==> src/hw/tmds_pkg.sv <==
package tmds_pkg;

    // one 10-bit symbol per channel per pixel
    typedef logic [9:0] tmds_symbol_t;

    // {c1, c0}, for blue that is {vsync, hsync}
    typedef logic [1:0] tmds_ctrl_t;

    // control period symbols, DVI table
    localparam tmds_symbol_t tmds_ctrl_00 = 10'b1101010100;
    localparam tmds_symbol_t tmds_ctrl_01 = 10'b0010101011;
    localparam tmds_symbol_t tmds_ctrl_10 = 10'b0101010100;
    localparam tmds_symbol_t tmds_ctrl_11 = 10'b1010101011;

    // channel slots, same order as the HDMI data pairs
    localparam int tmds_channels = 3;
    localparam int ch_blue  = 0;
    localparam int ch_green = 1;
    localparam int ch_red   = 2;

    // running disparity, ones minus zeros so far
    typedef logic signed [4:0] disparity_t;

endpackage

==> src/hw/video_pkg.sv <==
package video_pkg;

    // **************************************************************************
    // 720p60 raster timing
    // **************************************************************************

    // horizontal, in pixels
    localparam int h_active = 1280;
    localparam int h_front  = 110;
    localparam int h_sync   = 40;
    localparam int h_back   = 220;
    localparam int h_total  = h_active + h_front + h_sync + h_back;

    // vertical, in lines
    localparam int v_active = 720;
    localparam int v_front  = 5;
    localparam int v_sync   = 5;
    localparam int v_back   = 20;
    localparam int v_total  = v_active + v_front + v_sync + v_back;

    // frame counter runs 0..59
    localparam int frames_per_rollover = 60;

    // cycles from counts to colour at the top ports
    localparam int video_pipe_stages = 4;

    // **************************************************************************
    // types
    // **************************************************************************

    typedef logic [10:0] hcount_t;
    typedef logic [9:0]  vcount_t;
    typedef logic [5:0]  frame_count_t;
    typedef logic [7:0]  colour_t;

    // sync and draw levels, travel together down the delay line
    typedef struct packed {
        logic hsync;
        logic vsync;
        logic active;
    } video_ctrl_t;

endpackage

==> src/hw/tmds_feed_if.sv <==
interface tmds_feed_if
    import video_pkg::*;
    import tmds_pkg::*;
();

    // colour byte per channel, indexed by ch_blue/ch_green/ch_red
    colour_t    [tmds_channels-1:0] data;

    // control code per channel, only blue carries sync
    tmds_ctrl_t [tmds_channels-1:0] ctrl;

    // video enable, shared by all channels
    logic de;

    // feeder side
    modport feed (
        output data,
        output ctrl,
        output de
    );

    // encoder side
    modport enc (
        input data,
        input ctrl,
        input de
    );

endinterface

==> src/hw/hdmi_video_tx.sv <==
module hdmi_video_tx
    import video_pkg::*;
    import tmds_pkg::*;
(
    input  logic         clk_pixel,
    input  logic         sys_rst,
    input  colour_t      red,
    input  colour_t      green,
    input  colour_t      blue,
    output hcount_t      hcount,
    output vcount_t      vcount,
    output logic         new_frame,
    output frame_count_t frame_count,
    output tmds_symbol_t tmds_red,
    output tmds_symbol_t tmds_green,
    output tmds_symbol_t tmds_blue
);

    // undelayed sync/active from the raster
    video_ctrl_t video_ctrl;

    // encoder outputs by channel index
    tmds_symbol_t [tmds_channels-1:0] symbols;

    tmds_feed_if feed_bus ();

    // **************************************************************************
    // raster timing
    // **************************************************************************

    video_timing video_timing_i (
        .clk_pixel   (clk_pixel),
        .sys_rst     (sys_rst),
        .hcount      (hcount),
        .vcount      (vcount),
        .ctrl        (video_ctrl),
        .new_frame   (new_frame),
        .frame_count (frame_count)
    );

    // line up sync with the late colour, split into channels
    tmds_channel_feed tmds_channel_feed_i (
        .clk_pixel (clk_pixel),
        .sys_rst   (sys_rst),
        .ctrl      (video_ctrl),
        .red       (red),
        .green     (green),
        .blue      (blue),
        .feed      (feed_bus)
    );

    // **************************************************************************
    // one encoder per channel
    // **************************************************************************

    for (genvar ch = 0; ch < tmds_channels; ch++) begin : g_encoder
        tmds_encoder #(
            .channel (ch)
        ) tmds_encoder_i (
            .clk_pixel (clk_pixel),
            .sys_rst   (sys_rst),
            .feed      (feed_bus),
            .symbol    (symbols[ch])
        );
    end

    assign tmds_blue  = symbols[ch_blue];
    assign tmds_green = symbols[ch_green];
    assign tmds_red   = symbols[ch_red];

endmodule

==> src/hw/tmds_channel_feed.sv <==
module tmds_channel_feed
    import video_pkg::*;
    import tmds_pkg::*;
(
    input  logic        clk_pixel,
    input  logic        sys_rst,
    input  video_ctrl_t ctrl,
    input  colour_t     red,
    input  colour_t     green,
    input  colour_t     blue,
    tmds_feed_if.feed   feed
);

    // **************************************************************************
    // sync/active delay line
    // **************************************************************************

    // stage 0 is the youngest, top stage lines up with the pixel colour
    video_ctrl_t [video_pipe_stages-1:0] ctrl_pipe;
    video_ctrl_t                         ctrl_late;

    always_ff @(posedge clk_pixel) begin
        if (sys_rst) begin
            ctrl_pipe <= '0;
        end else begin
            ctrl_pipe <= {ctrl_pipe[video_pipe_stages-2:0], ctrl};
        end
    end

    assign ctrl_late = ctrl_pipe[video_pipe_stages-1];

    // **************************************************************************
    // channel slots
    // **************************************************************************

    // colour already arrives late, goes straight through
    assign feed.data[ch_blue]  = blue;
    assign feed.data[ch_green] = green;
    assign feed.data[ch_red]   = red;

    // sync rides on blue only, c1 = vsync
    assign feed.ctrl[ch_blue]  = {ctrl_late.vsync, ctrl_late.hsync};
    assign feed.ctrl[ch_green] = 2'b00;
    assign feed.ctrl[ch_red]   = 2'b00;

    // data period vs control period
    assign feed.de = ctrl_late.active;

endmodule

==> src/hw/tmds_encoder.sv <==
module tmds_encoder
    import video_pkg::*;
    import tmds_pkg::*;
#(
    parameter int channel = ch_blue
) (
    input  logic         clk_pixel,
    input  logic         sys_rst,
    tmds_feed_if.enc     feed,
    output tmds_symbol_t symbol
);

    colour_t      din;
    logic [3:0]   din_ones;
    logic         use_xnor;
    logic [8:0]   q_m;
    disparity_t   ones_q;
    disparity_t   zeros_q;
    disparity_t   disparity;
    disparity_t   disparity_next;
    tmds_symbol_t data_symbol;
    tmds_symbol_t ctrl_symbol;

    // **************************************************************************
    // stage 1: transition minimisation
    // **************************************************************************

    always_comb begin
        din      = feed.data[channel];
        din_ones = 4'($countones(din));
        // xnor when the byte is ones-heavy, tie at four broken by bit 0
        use_xnor = (din_ones > 4'd4) || ((din_ones == 4'd4) && !din[0]);
        q_m[0]   = din[0];
        for (int i = 1; i < 8; i++) begin
            q_m[i] = use_xnor ? ~(q_m[i-1] ^ din[i]) : (q_m[i-1] ^ din[i]);
        end
        // bit 8 flags xor (1) or xnor (0)
        q_m[8] = ~use_xnor;
    end

    // **************************************************************************
    // stage 2: dc balance against the running disparity
    // **************************************************************************

    always_comb begin
        ones_q  = disparity_t'($countones(q_m[7:0]));
        zeros_q = disparity_t'(8) - ones_q;
        if ((disparity == '0) || (ones_q == zeros_q)) begin
            // no bias either way, bit 9 just marks inversion
            data_symbol = {~q_m[8], q_m[8], q_m[8] ? q_m[7:0] : ~q_m[7:0]};
            if (q_m[8]) begin
                disparity_next = disparity + ones_q - zeros_q;
            end else begin
                disparity_next = disparity + zeros_q - ones_q;
            end
        end else if (((disparity > 0) && (ones_q > zeros_q)) ||
                     ((disparity < 0) && (zeros_q > ones_q))) begin
            // invert to pull the disparity back toward zero
            data_symbol    = {1'b1, q_m[8], ~q_m[7:0]};
            disparity_next = disparity + (q_m[8] ? disparity_t'(2) : disparity_t'(0))
                             + zeros_q - ones_q;
        end else begin
            data_symbol    = {1'b0, q_m[8], q_m[7:0]};
            disparity_next = disparity - (q_m[8] ? disparity_t'(0) : disparity_t'(2))
                             + ones_q - zeros_q;
        end
    end

    // control period symbol from {c1, c0}
    always_comb begin
        case (feed.ctrl[channel])
            2'b00:   ctrl_symbol = tmds_ctrl_00;
            2'b01:   ctrl_symbol = tmds_ctrl_01;
            2'b10:   ctrl_symbol = tmds_ctrl_10;
            default: ctrl_symbol = tmds_ctrl_11;
        endcase
    end

    // one registered cycle, blanking restarts the disparity
    always_ff @(posedge clk_pixel) begin
        if (sys_rst) begin
            symbol    <= '0;
            disparity <= '0;
        end else if (!feed.de) begin
            symbol    <= ctrl_symbol;
            disparity <= '0;
        end else begin
            symbol    <= data_symbol;
            disparity <= disparity_next;
        end
    end

endmodule

==> src/hw/video_timing.sv <==
module video_timing
    import video_pkg::*;
(
    input  logic         clk_pixel,
    input  logic         sys_rst,
    output hcount_t      hcount,
    output vcount_t      vcount,
    output video_ctrl_t  ctrl,
    output logic         new_frame,
    output frame_count_t frame_count
);

    logic line_end;
    logic frame_end;
    logic frame_start_next;

    // last pixel of a line / last line of the raster
    assign line_end  = (hcount == hcount_t'(h_total - 1));
    assign frame_end = (vcount == vcount_t'(v_total - 1));

    // next edge shows the first blanking pixel under the active area
    assign frame_start_next = (hcount == hcount_t'(h_active - 1)) &&
                              (vcount == vcount_t'(v_active));

    // **************************************************************************
    // raster counters
    // **************************************************************************

    always_ff @(posedge clk_pixel) begin
        if (sys_rst) begin
            hcount <= '0;
            vcount <= '0;
        end else if (line_end) begin
            hcount <= '0;
            // line step only on hcount wrap
            vcount <= frame_end ? '0 : vcount + vcount_t'(1);
        end else begin
            hcount <= hcount + hcount_t'(1);
        end
    end

    // **************************************************************************
    // new frame pulse and 0..59 frame number
    // **************************************************************************

    always_ff @(posedge clk_pixel) begin
        if (sys_rst) begin
            new_frame   <= 1'b0;
            frame_count <= '0;
        end else begin
            new_frame <= frame_start_next;
            // counter changes on the same edge the pulse goes high
            if (frame_start_next) begin
                if (frame_count == frame_count_t'(frames_per_rollover - 1)) begin
                    frame_count <= '0;
                end else begin
                    frame_count <= frame_count + frame_count_t'(1);
                end
            end
        end
    end

    // sync windows and draw area, decoded from the visible counts
    always_comb begin
        // positive polarity for 720p
        ctrl.hsync  = (hcount >= hcount_t'(h_active + h_front)) &&
                      (hcount <  hcount_t'(h_active + h_front + h_sync));
        ctrl.vsync  = (vcount >= vcount_t'(v_active + v_front)) &&
                      (vcount <  vcount_t'(v_active + v_front + v_sync));
        ctrl.active = (hcount < hcount_t'(h_active)) && (vcount < vcount_t'(v_active));
    end

endmodule

==> config.mk <==
export PLATFORM = sky130hd
export DESIGN_NAME = hdmi_video_tx
export DESIGN_NICKNAME = d
export VERILOG_FILES = /design/src/hw/tmds_pkg.sv /design/src/hw/video_pkg.sv /design/src/hw/tmds_feed_if.sv /design/src/hw/hdmi_video_tx.sv /design/src/hw/tmds_channel_feed.sv /design/src/hw/tmds_encoder.sv /design/src/hw/video_timing.sv
export SDC_FILE = /design/constraint.sdc
export NUM_CORES = 1
export LEC_CHECK = 0
export BUFFER_PORTS_ARGS = -buffer_cell sky130_fd_sc_hd__buf_2
export CAP_MARGIN = 15
export CORE_AREA = 2 2 158 160
export CTS_CLUSTER_DIAMETER = 60
export DETAILED_ROUTE_END_ITERATION = 16
export DIE_AREA = 0 0 160 162
export GPL_TIMING_DRIVEN = 0
export PLACE_DENSITY_LB_ADDON = 0.25
export SLEW_MARGIN = 20
export SYNTH_ARGS = -nofsm -noshare
export SYNTH_HDL_FRONTEND = slang
export SYNTH_SLANG_ARGS = --single-unit
==> constraint.sdc <==
create_clock -name clk_pixel -period 9.2 [get_ports clk_pixel]
set_input_delay 0.92 -clock clk_pixel [delete_from_list [all_inputs] [get_ports clk_pixel]]
set_output_delay 0.92 -clock clk_pixel [all_outputs]
set_load 0.01 [all_outputs]
== Yosys cells after proc, flatten, opt, wreduce, memory -nomap -nowiden ==
Index checks and enable logic that the tools add are counted.

* Logic and storage cells: 267
* Output and inout port bits: 58
* Memories: 0
* Latch bits: 0
* Bits in writable memories: 0
* Register bits: 85
* Bits of input ports: 26
* ROM bits: 0

* Muxes and demuxes: 51
* Shift-type cells: 0
* Reduce and logical (&&, ||, !) cells: 31
* Equal/unequal tests: 13
* Divide/modulo/power cells: 0
* Bitwise gates (word level): 49
* $lt $le $gt $ge: 21
* Add/subtract/negate cells: 78
* $mul: 0

{| class="wikitable"
|+ Operators by type and width
! cell !! number
|-
| $add 5x5->5 || 21
|-
| $mux 10 || 10
|-
| $sub 5x5->5 || 12
|-
| $add 1x1->2 || 24
|-
| $mux 5 || 9
|-
| $add 4x4->4 || 9
|-
| $gt 5x5->1 || 6
|-
| $pmux 10 s3 || 1
|-
| $not 1->1 || 25
|-
| $mux 8 || 3
|-
| $not 8->8 || 3
|-
| $eq 11x11->1 const B || 2
|-
| $lt 11x11->1 const B || 2
|-
| $mux 1 || 21
|-
| $xor 1x1->1 || 21
|-
| $eq 10x10->1 const B || 2
|-
| $lt 10x10->1 const B || 2
|-
| $add 5x3->5 || 3
|-
| $eq 5x5->1 || 3
|-
| $gt 5x1->1 const B || 3
|-
| $logic_not 5->1 || 3
|-
| $lt 5x1->1 const B || 3
|-
| $sub 5x3->5 || 3
|-
| $sub 5x5->5 const A || 3
|-
| 17 further kinds || 49
|}

== Logic depth before layout (Yosys ltp) ==
Gate-level depths: netlist (run 1).

* Depth after elaboration: 35
* Mapped depth: 33
* Depth with buffers taken out: 31

== Hierarchy ==
Synthesis (run 1) repeated with hierarchy kept, for this count alone.

* Cells, all modules: 1088
* Area, all modules: 9332.7 um^2

{| class="wikitable"
|+ By module, submodules not included
! module !! cells each !! times used !! seq. area each (um^2) !! area each (um^2)
|-
| tmds_encoder at g_encoder[0].tmds_encoder_i || 292 || 1 || 300.3 || 2437.3
|-
| tmds_encoder at g_encoder[1].tmds_encoder_i || 291 || 1 || 300.3 || 2437.3
|-
| tmds_encoder at g_encoder[2].tmds_encoder_i || 271 || 1 || 300.3 || 2331.0
|-
| video_timing || 178 || 1 || 560.5 || 1531.5
|-
| tmds_channel_feed || 56 || 1 || 240.2 || 595.6
|}

== Worst setup path after synthesis (run 1) ==
Ideal clock, no wire load.

* Path kind: input-to-reg
* Start: input red[0]
* End: register g_encoder[2].tmds_encoder_i.disparity[4]
* Setup slack: 0.623 ns
* Buffers on the path: 2
* Required time: 9.066 ns
* Stages: 30
* Data arrival time: 8.443 ns
* Library setup time: 0.134 ns
* Cells stage by stage: ha_1 fa_1 fa_1 ha_1 inv_1 fa_1 o21ai_1 clkbuf_1 xor2_1 nor2_1 fa_1 inv_1 fa_1 inv_1 ha_1 inv_1 fa_1 buf_2 or3b_2 inv_1 ha_1 ha_1 fa_1 inv_1 ha_1 a21oi_1 xnor2_1 mux2i_1 mux2i_1 a211oi_1

* Cells in the longest elaborated chain, start to end: 34
* Elaborated cells between the ends (all ways): 59
* Those cells by class: add/sub: 21; order compare: 3; eq/ne: 2; mux: 12; bitwise: 14; reduce/logical: 7

{| class="wikitable"
|+ Ends and longest elaborated chain
! element !! RTL line !! source
|-
| from (decl) || hdmi_video_tx.sv:7 || <nowiki>input colour_t red,</nowiki>
|-
| parallel branches: the longest is 33 deep, another holds $add 4x4->4 || n/a ||
|-
| $mux 5 (*) || tmds_encoder.sv:48 || <nowiki>if ((disparity == '0) || (ones_q == zeros_q)) begin</nowiki>
|-
| to (signal assigned) || tmds_encoder.sv:89 || <nowiki>disparity <= disparity_next;</nowiki>
|-
| to (decl) || tmds_encoder.sv:19 || <nowiki>disparity_t disparity;</nowiki>
|}

Every way passes the cells marked *.
A chain may end at the register's enable or synchronous reset.

== Worst setup path after layout (run 1) ==
* Start: input green[6]
* End: register g_encoder[1].tmds_encoder_i.disparity[4]

* Cells in the longest elaborated chain, start to end: 34
* Elaborated cells between the ends (all ways): 56
* Those cells by class: add/sub: 21; order compare: 3; eq/ne: 2; mux: 12; bitwise: 12; reduce/logical: 6

{| class="wikitable"
|+ Ends and longest elaborated chain
! element !! RTL line !! source
|-
| from (decl) || hdmi_video_tx.sv:8 || <nowiki>input colour_t green,</nowiki>
|-
| parallel branches: the longest is 33 deep, another holds $add 4x4->4 || n/a ||
|-
| $mux 5 (*) || tmds_encoder.sv:48 ||
|-
| to (signal assigned) || tmds_encoder.sv:89 ||
|-
| to (decl) || tmds_encoder.sv:19 ||
|}

Marked as above.

==> results of run 1 <==
## metal layers
metal | vias up | part of all wire
met4 | 2 | 0.0092
met5 | - | 0.00058
met3 | 14 | 0.039
met2 | 102 | 0.45
li1 | 3219 | -
met1 | 2927 | 0.50
## state kept, by name (all words and copies together), names as in the netlist
signal	cells
g_encoder.tmds_encoder_i.disparity	15
g_encoder.tmds_encoder_i.symbol	30
tmds_channel_feed_i.feed.ctrl	2
video_timing_i.new_frame	1
tmds_channel_feed_i.feed.de	1
video_timing_i.frame_count	6
video_timing_i.hcount	11
tmds_channel_feed_i.ctrl_pipe	9
video_timing_i.vcount	10
## logic make-up after synthesis
logic type | count (synthesis)
AND/OR/NAND/NOR | 213
buffers and inverters | 151
multiplexers | 23
AO/OA/AOI/OAI | 149
flip-flops | 85
adder cells (fa/ha/maj) | 152
XOR/XNOR | 142
## worst paths after layout
path | startpoint | to | slack [ps]
setup / recovery | green[6] | g_encoder[1].tmds_encoder_i.disparity[4] | 480
hold reg to reg | tmds_channel_feed_i.ctrl_pipe[8] | tmds_channel_feed_i.feed.ctrl[0] | 440
setup reg to reg | g_encoder[0].tmds_encoder_i.disparity[1] | g_encoder[0].tmds_encoder_i.disparity[4] | 5960
hold / removal | tmds_channel_feed_i.ctrl_pipe[8] | tmds_channel_feed_i.feed.ctrl[0] | 440
## Yosys cell counts, types with 4 or more instances
cell	count
nor3_1	8
a211oi_1	17
ha_1	103
buf_2	9
nand4_1	5
o21ai_0	36
a21oi_1	45
inv_1	118
clkbuf_1	17
dfxtp_1	85
nand3_1	11
nand2_1	44
xnor2_1	87
nor3b_1	10
xor2_1	52
nor2b_1	19
or3_1	7
nand2b_1	7
a21o_1	16
a31oi_1	4
or2_2	5
mux2i_1	18
and3_1	6
nor2_1	68
fa_1	49
## area by class of cell
class                   count  area share
plain buffers              32      0.0161
clock buffers              11      0.0271
clock inverters             4     0.00604
inverters                 119      0.0479
multi-input cells         679       0.632
flip-flops and latches     85       0.183
well taps                 324      0.0435
repair buffers             83      0.0446
## through the flow
stage | utilization | cell area (sq um) | TNS (ps) | setup WS [ps]
CTS | 0.385 | 9290 | 0 | 50.6
detailed placement | 0.372 | 8980 | -3280 | -507
global route | 0.387 | 9320 | 0 | 22.2
global placement | 0.372 | 8980 | -1930 | -431
finish | 0.387 | 9320 | 0 | 481
floorplan | - | 8160 | 0 | 623
## timing repair
item / 4_1_cts / 5_1_grt
resized for setup: 2 / 8
endpoints found under the setup margin: 2 / 11
pin swaps: 0 / 0
==> impl_metrics.tcl, run 1 <==
set metrics [dict create \
    synth.yosys.seq_area_share 0.209 \
    skew_ps 7.66 \
    coreArea_sq_mm 0.0241 \
    hold_depth 1 \
    met3_usage 0.0291 \
    drt.antenna.violating_nets 0 \
    finalMaxSlewViolations 0 \
    worst-path-buf-inv 10 \
    finalCritPeriodShare 0.948 \
    numCtsBuffers 9 \
    syn_avg_cell_area_sq_um 8.91 \
    clock_latency_ps 350 \
    floorplan.rows 57 \
    synth-compound-area-share 0.117 \
    die-area_sq_mm 0.0259 \
    critPathCaptureType "flop" \
    cts_tree "done" \
    holdWs_ps 435 \
    start_util 0.338 \
    yosys_most_used_dff "dfxtp_1" \
    nets 1187 \
    start_kind "primary input" \
    worstSetupPathType "in2reg" \
    regArea_sq_mm 0.00170 \
    cp_max_fo 11 \
    synth_mux_area_frac 0.0307 \
    hold_class "reg2reg" \
    track_usage 0.148 \
    portBuffers 83 \
    antenna_found_initial 1 \
    clock_path_buffers 2 \
    holdBufCountCts 0 \
    num_vias 6264 \
    cp.required_ps 9420 \
    final_cell_mix "inv_1, ha_1, buf_2, xnor2_1, dfxtp_1" \
    max_stage_delay_ps 570 \
    worst_pin_slew_ps 795 \
    grt_overflow 0 \
    multi_input_area_sq_mm 0.00590 \
    htree_num_levels 3 \
    timing.slew.headroom 0.470 \
    cts_sinks 85 \
    clockRootBuffer "clkbuf_16" \
    synth_edf_count 0 \
    area_growth_pct 14.3 \
    worstRegToRegCells 11 \
    die_x_um 160 \
    die_h_um 162 \
    max_cap_viol_count 0 \
    synth_top_area_frac 0.209 \
    grt-busiest-layer "met2" \
    synth_xor_area_frac 0.158 \
    synthArstFlopShare 0 \
    rsz0062_at_grt "no" \
    synth_nets 1093 \
    grt_use_met2 0.244 \
    hold_violations 0 \
    yosys_warnings 0 \
    post-cts-setup-buffers 0 \
    wirelength_mm 18.9 \
    synth_area_leaders "dfxtp_1, ha_1, fa_1" \
    dr.pass1.iters 4 \
    syn_inst 915 \
    min_period_ps 8720 \
    wire_per_inst_um 14.1 \
    synth_top_area_cell "dfxtp_1" \
    insertedDiodeCount 0 \
    synth_top_family_by_area "adder cells" \
    synthSimpleGateAreaFrac 0.135 \
    crit_arrival_ps 8940 \
    drcViolationCount 0 \
    critPathSlowestCell "fa_1" \
    synth_area_sq_mm 0.00816 \
    clkTransAtPathRegs_ps 70 \
    grt_pass1_wl_mm 31.2 \
    viasPerCell 4.69 \
    outcome "completed" \
    grt_pass1_vias 6158 \
    synth-seq-cells 85 \
    dp_cells 1322 \
    synthAdderAreaFrac 0.278 \
    max_freq_mhz 115 \
    drive_gt1_frac 0.136 \
    setup_viol 0 \
    cp_top_family "adder cells" \
    cp.depth 32 \
    grt_max_degree 15 \
    routabilityCongestion 0.782 \
    hpwl_mm 15.1 \
    synthDistinctLibCells 65 \
    fillCellCount 2537 \
    ios 84 \
    drt_iter0_drc 259 \
    finalNonFillerCells 1337 \
    final_common_cell "inv_1" \
    grt_use_met1 0.202 \
]
Power of run 1 is not shown: default switching activity piles up to over one toggle a cycle in this logic, so the estimate is an artifact.
==> run 2: changes to the inputs <==
clock period = 9.8 ns   (was 9.2 ns; I/O delays follow)
==> impl_metrics.tcl, run 2 (synthesized netlist as in run 1, its figures left out) <==
set metrics [dict create \
    cp-startpoint "green[6]" \
    nets 1187 \
    worst_r2r_endpoint "g_encoder[0].tmds_encoder_i.disparity[4]" \
    finalSetupTns_ps 0 \
    holdBufCountCts 0 \
    worstRegToRegCells 11 \
    cts_sinks 85 \
    critPathCaptureType "flop" \
    multi_input_area_sq_mm 0.00586 \
    clock_path_buffers 2 \
    dr.pass1.iters 4 \
    start_kind "primary input" \
    rr_startpoint "g_encoder[0].tmds_encoder_i.disparity[1]" \
    hold_class "reg2reg" \
    htree_num_levels 3 \
    portBuffers 83 \
    fillCellCount 2534 \
    clockRootBuffer "clkbuf_16" \
    post-cts-setup-buffers 0 \
    setup_viol 0 \
    final_cell_mix "inv_1, ha_1, buf_2, xnor2_1, dfxtp_1" \
    clock_latency_ps 350 \
    cp.depth 32 \
    cts_tree "done" \
    min_period_ps 9230 \
    r2r_setup_slack_ps 6550 \
    die_x_um 160 \
    max_cap_viol_count 0 \
    max_stage_delay_ps 650 \
    grt_pass1_vias 6158 \
    cp.required_ps 10020 \
    wirelength_mm 18.8 \
    max_freq_mhz 108 \
    track_usage 0.148 \
    cp_max_fo 11 \
    drt.antenna.violating_nets 0 \
    num_vias 6273 \
    worstSetupPathType "in2reg" \
    design_area_sq_mm 0.00929 \
    preCtsSetupSlack_ps 33.4 \
    place_area_sq_mm 0.00898 \
    worst-path-buf-inv 10 \
    crit_end "g_encoder[1].tmds_encoder_i.disparity[4]" \
    regArea_sq_mm 0.00170 \
    top_register "g_encoder.tmds_encoder_i.symbol" \
    wire_per_inst_um 14.1 \
    cp_top_family "adder cells" \
    crit_arrival_ps 9450 \
    outcome "completed" \
    die_h_um 162 \
    area_growth_pct 13.9 \
    worst_pin_slew_ps 796 \
    skew_ps 6.54 \
    ios 84 \
    drcViolationCount 0 \
    viasPerCell 4.69 \
    grt_pass1_wl_mm 31.2 \
    top_regs "g_encoder.tmds_encoder_i.symbol x30, g_encoder.tmds_encoder_i.disparity x15, video_timing_i.hcount x11" \
    grt_max_degree 15 \
    timing.slew.headroom 0.468 \
    drive_gt1_frac 0.131 \
    coreArea_sq_mm 0.0241 \
    finalMaxSlewViolations 0 \
    die-area_sq_mm 0.0259 \
    cts_resized 0 \
    numCtsBuffers 9 \
    grt_overflow 0 \
    worst_slack_ps 570 \
    final_common_cell "inv_1" \
    finalCritPeriodShare 0.942 \
    hold_violations 0 \
    routabilityCongestion 0.782 \
    start_util 0.338 \
    antenna_found_initial 1 \
    hpwl_mm 15.1 \
    largest_reg_flops 30 \
    floorplan.rows 57 \
    critPathSlowestCell "clkbuf_1" \
    drt_iter0_drc 283 \
    rsz0062_at_grt "no" \
    clkTransAtPathRegs_ps 70 \
    insertedDiodeCount 0 \
]
[run 2: worst reg2reg max path: cells and delay by family (launching register included)]
kind | cells | cell delay (ps)
simple gates | 1 | 70
fa+ha+maj | 3 | 1260
xor+xnor | 1 | 340
flops | 1 | 460
compound gates | 3 | 740
mux | 1 | 100
buf+inv | 2 | 180
[run 2: how the worst min path moves through the flow]
stage / endpoint / startpoint / slack (ps) / cells after the start
4_1_cts: tmds_channel_feed_i.feed.ctrl[0] / tmds_channel_feed_i.ctrl_pipe[8] / 440 / 1
2_1_floorplan: tmds_channel_feed_i.ctrl_pipe[3] / tmds_channel_feed_i.ctrl_pipe[0] / 410 / 1
3_5_place_dp: tmds_channel_feed_i.feed.ctrl[0] / tmds_channel_feed_i.ctrl_pipe[8] / 420 / 1
5_1_grt: tmds_channel_feed_i.ctrl_pipe[4] / tmds_channel_feed_i.ctrl_pipe[1] / 460 / 1
6_report: tmds_channel_feed_i.feed.de / tmds_channel_feed_i.ctrl_pipe[6] / 440 / 1
3_3_place_gp: tmds_channel_feed_i.ctrl_pipe[6] / tmds_channel_feed_i.ctrl_pipe[3] / 420 / 1
[run 2: stage by stage]
stage                util  std cells  hold WS (ps)
floorplan               -        915           414
global placement    0.372       1322           416
detailed placement  0.372       1322           420
CTS                 0.385       1337           436
global route        0.385       1337           456
finish              0.385       1337           436
[run 2: per-layer routing]
layer | GRT usage | vias to the layer above | part of all wire
met5 | 0 | - | 0.00058
met4 | 0.0295 | 2 | 0.0090
met3 | 0.0291 | 14 | 0.042
met2 | 0.244 | 110 | 0.45
met1 | 0.202 | 2924 | 0.50
li1 | - | 3223 | -
[run 2: final cells by class]
cell class	count	area share
multi-input combinational	679	0.631
sequential	85	0.183
inverter	119	0.0481
timing repair buffer	83	0.0447
tap	324	0.0437
clock buffer	11	0.0272
buffer	32	0.0158
clock inverter	4	0.00606
Power of run 2 is left out for the same reason.
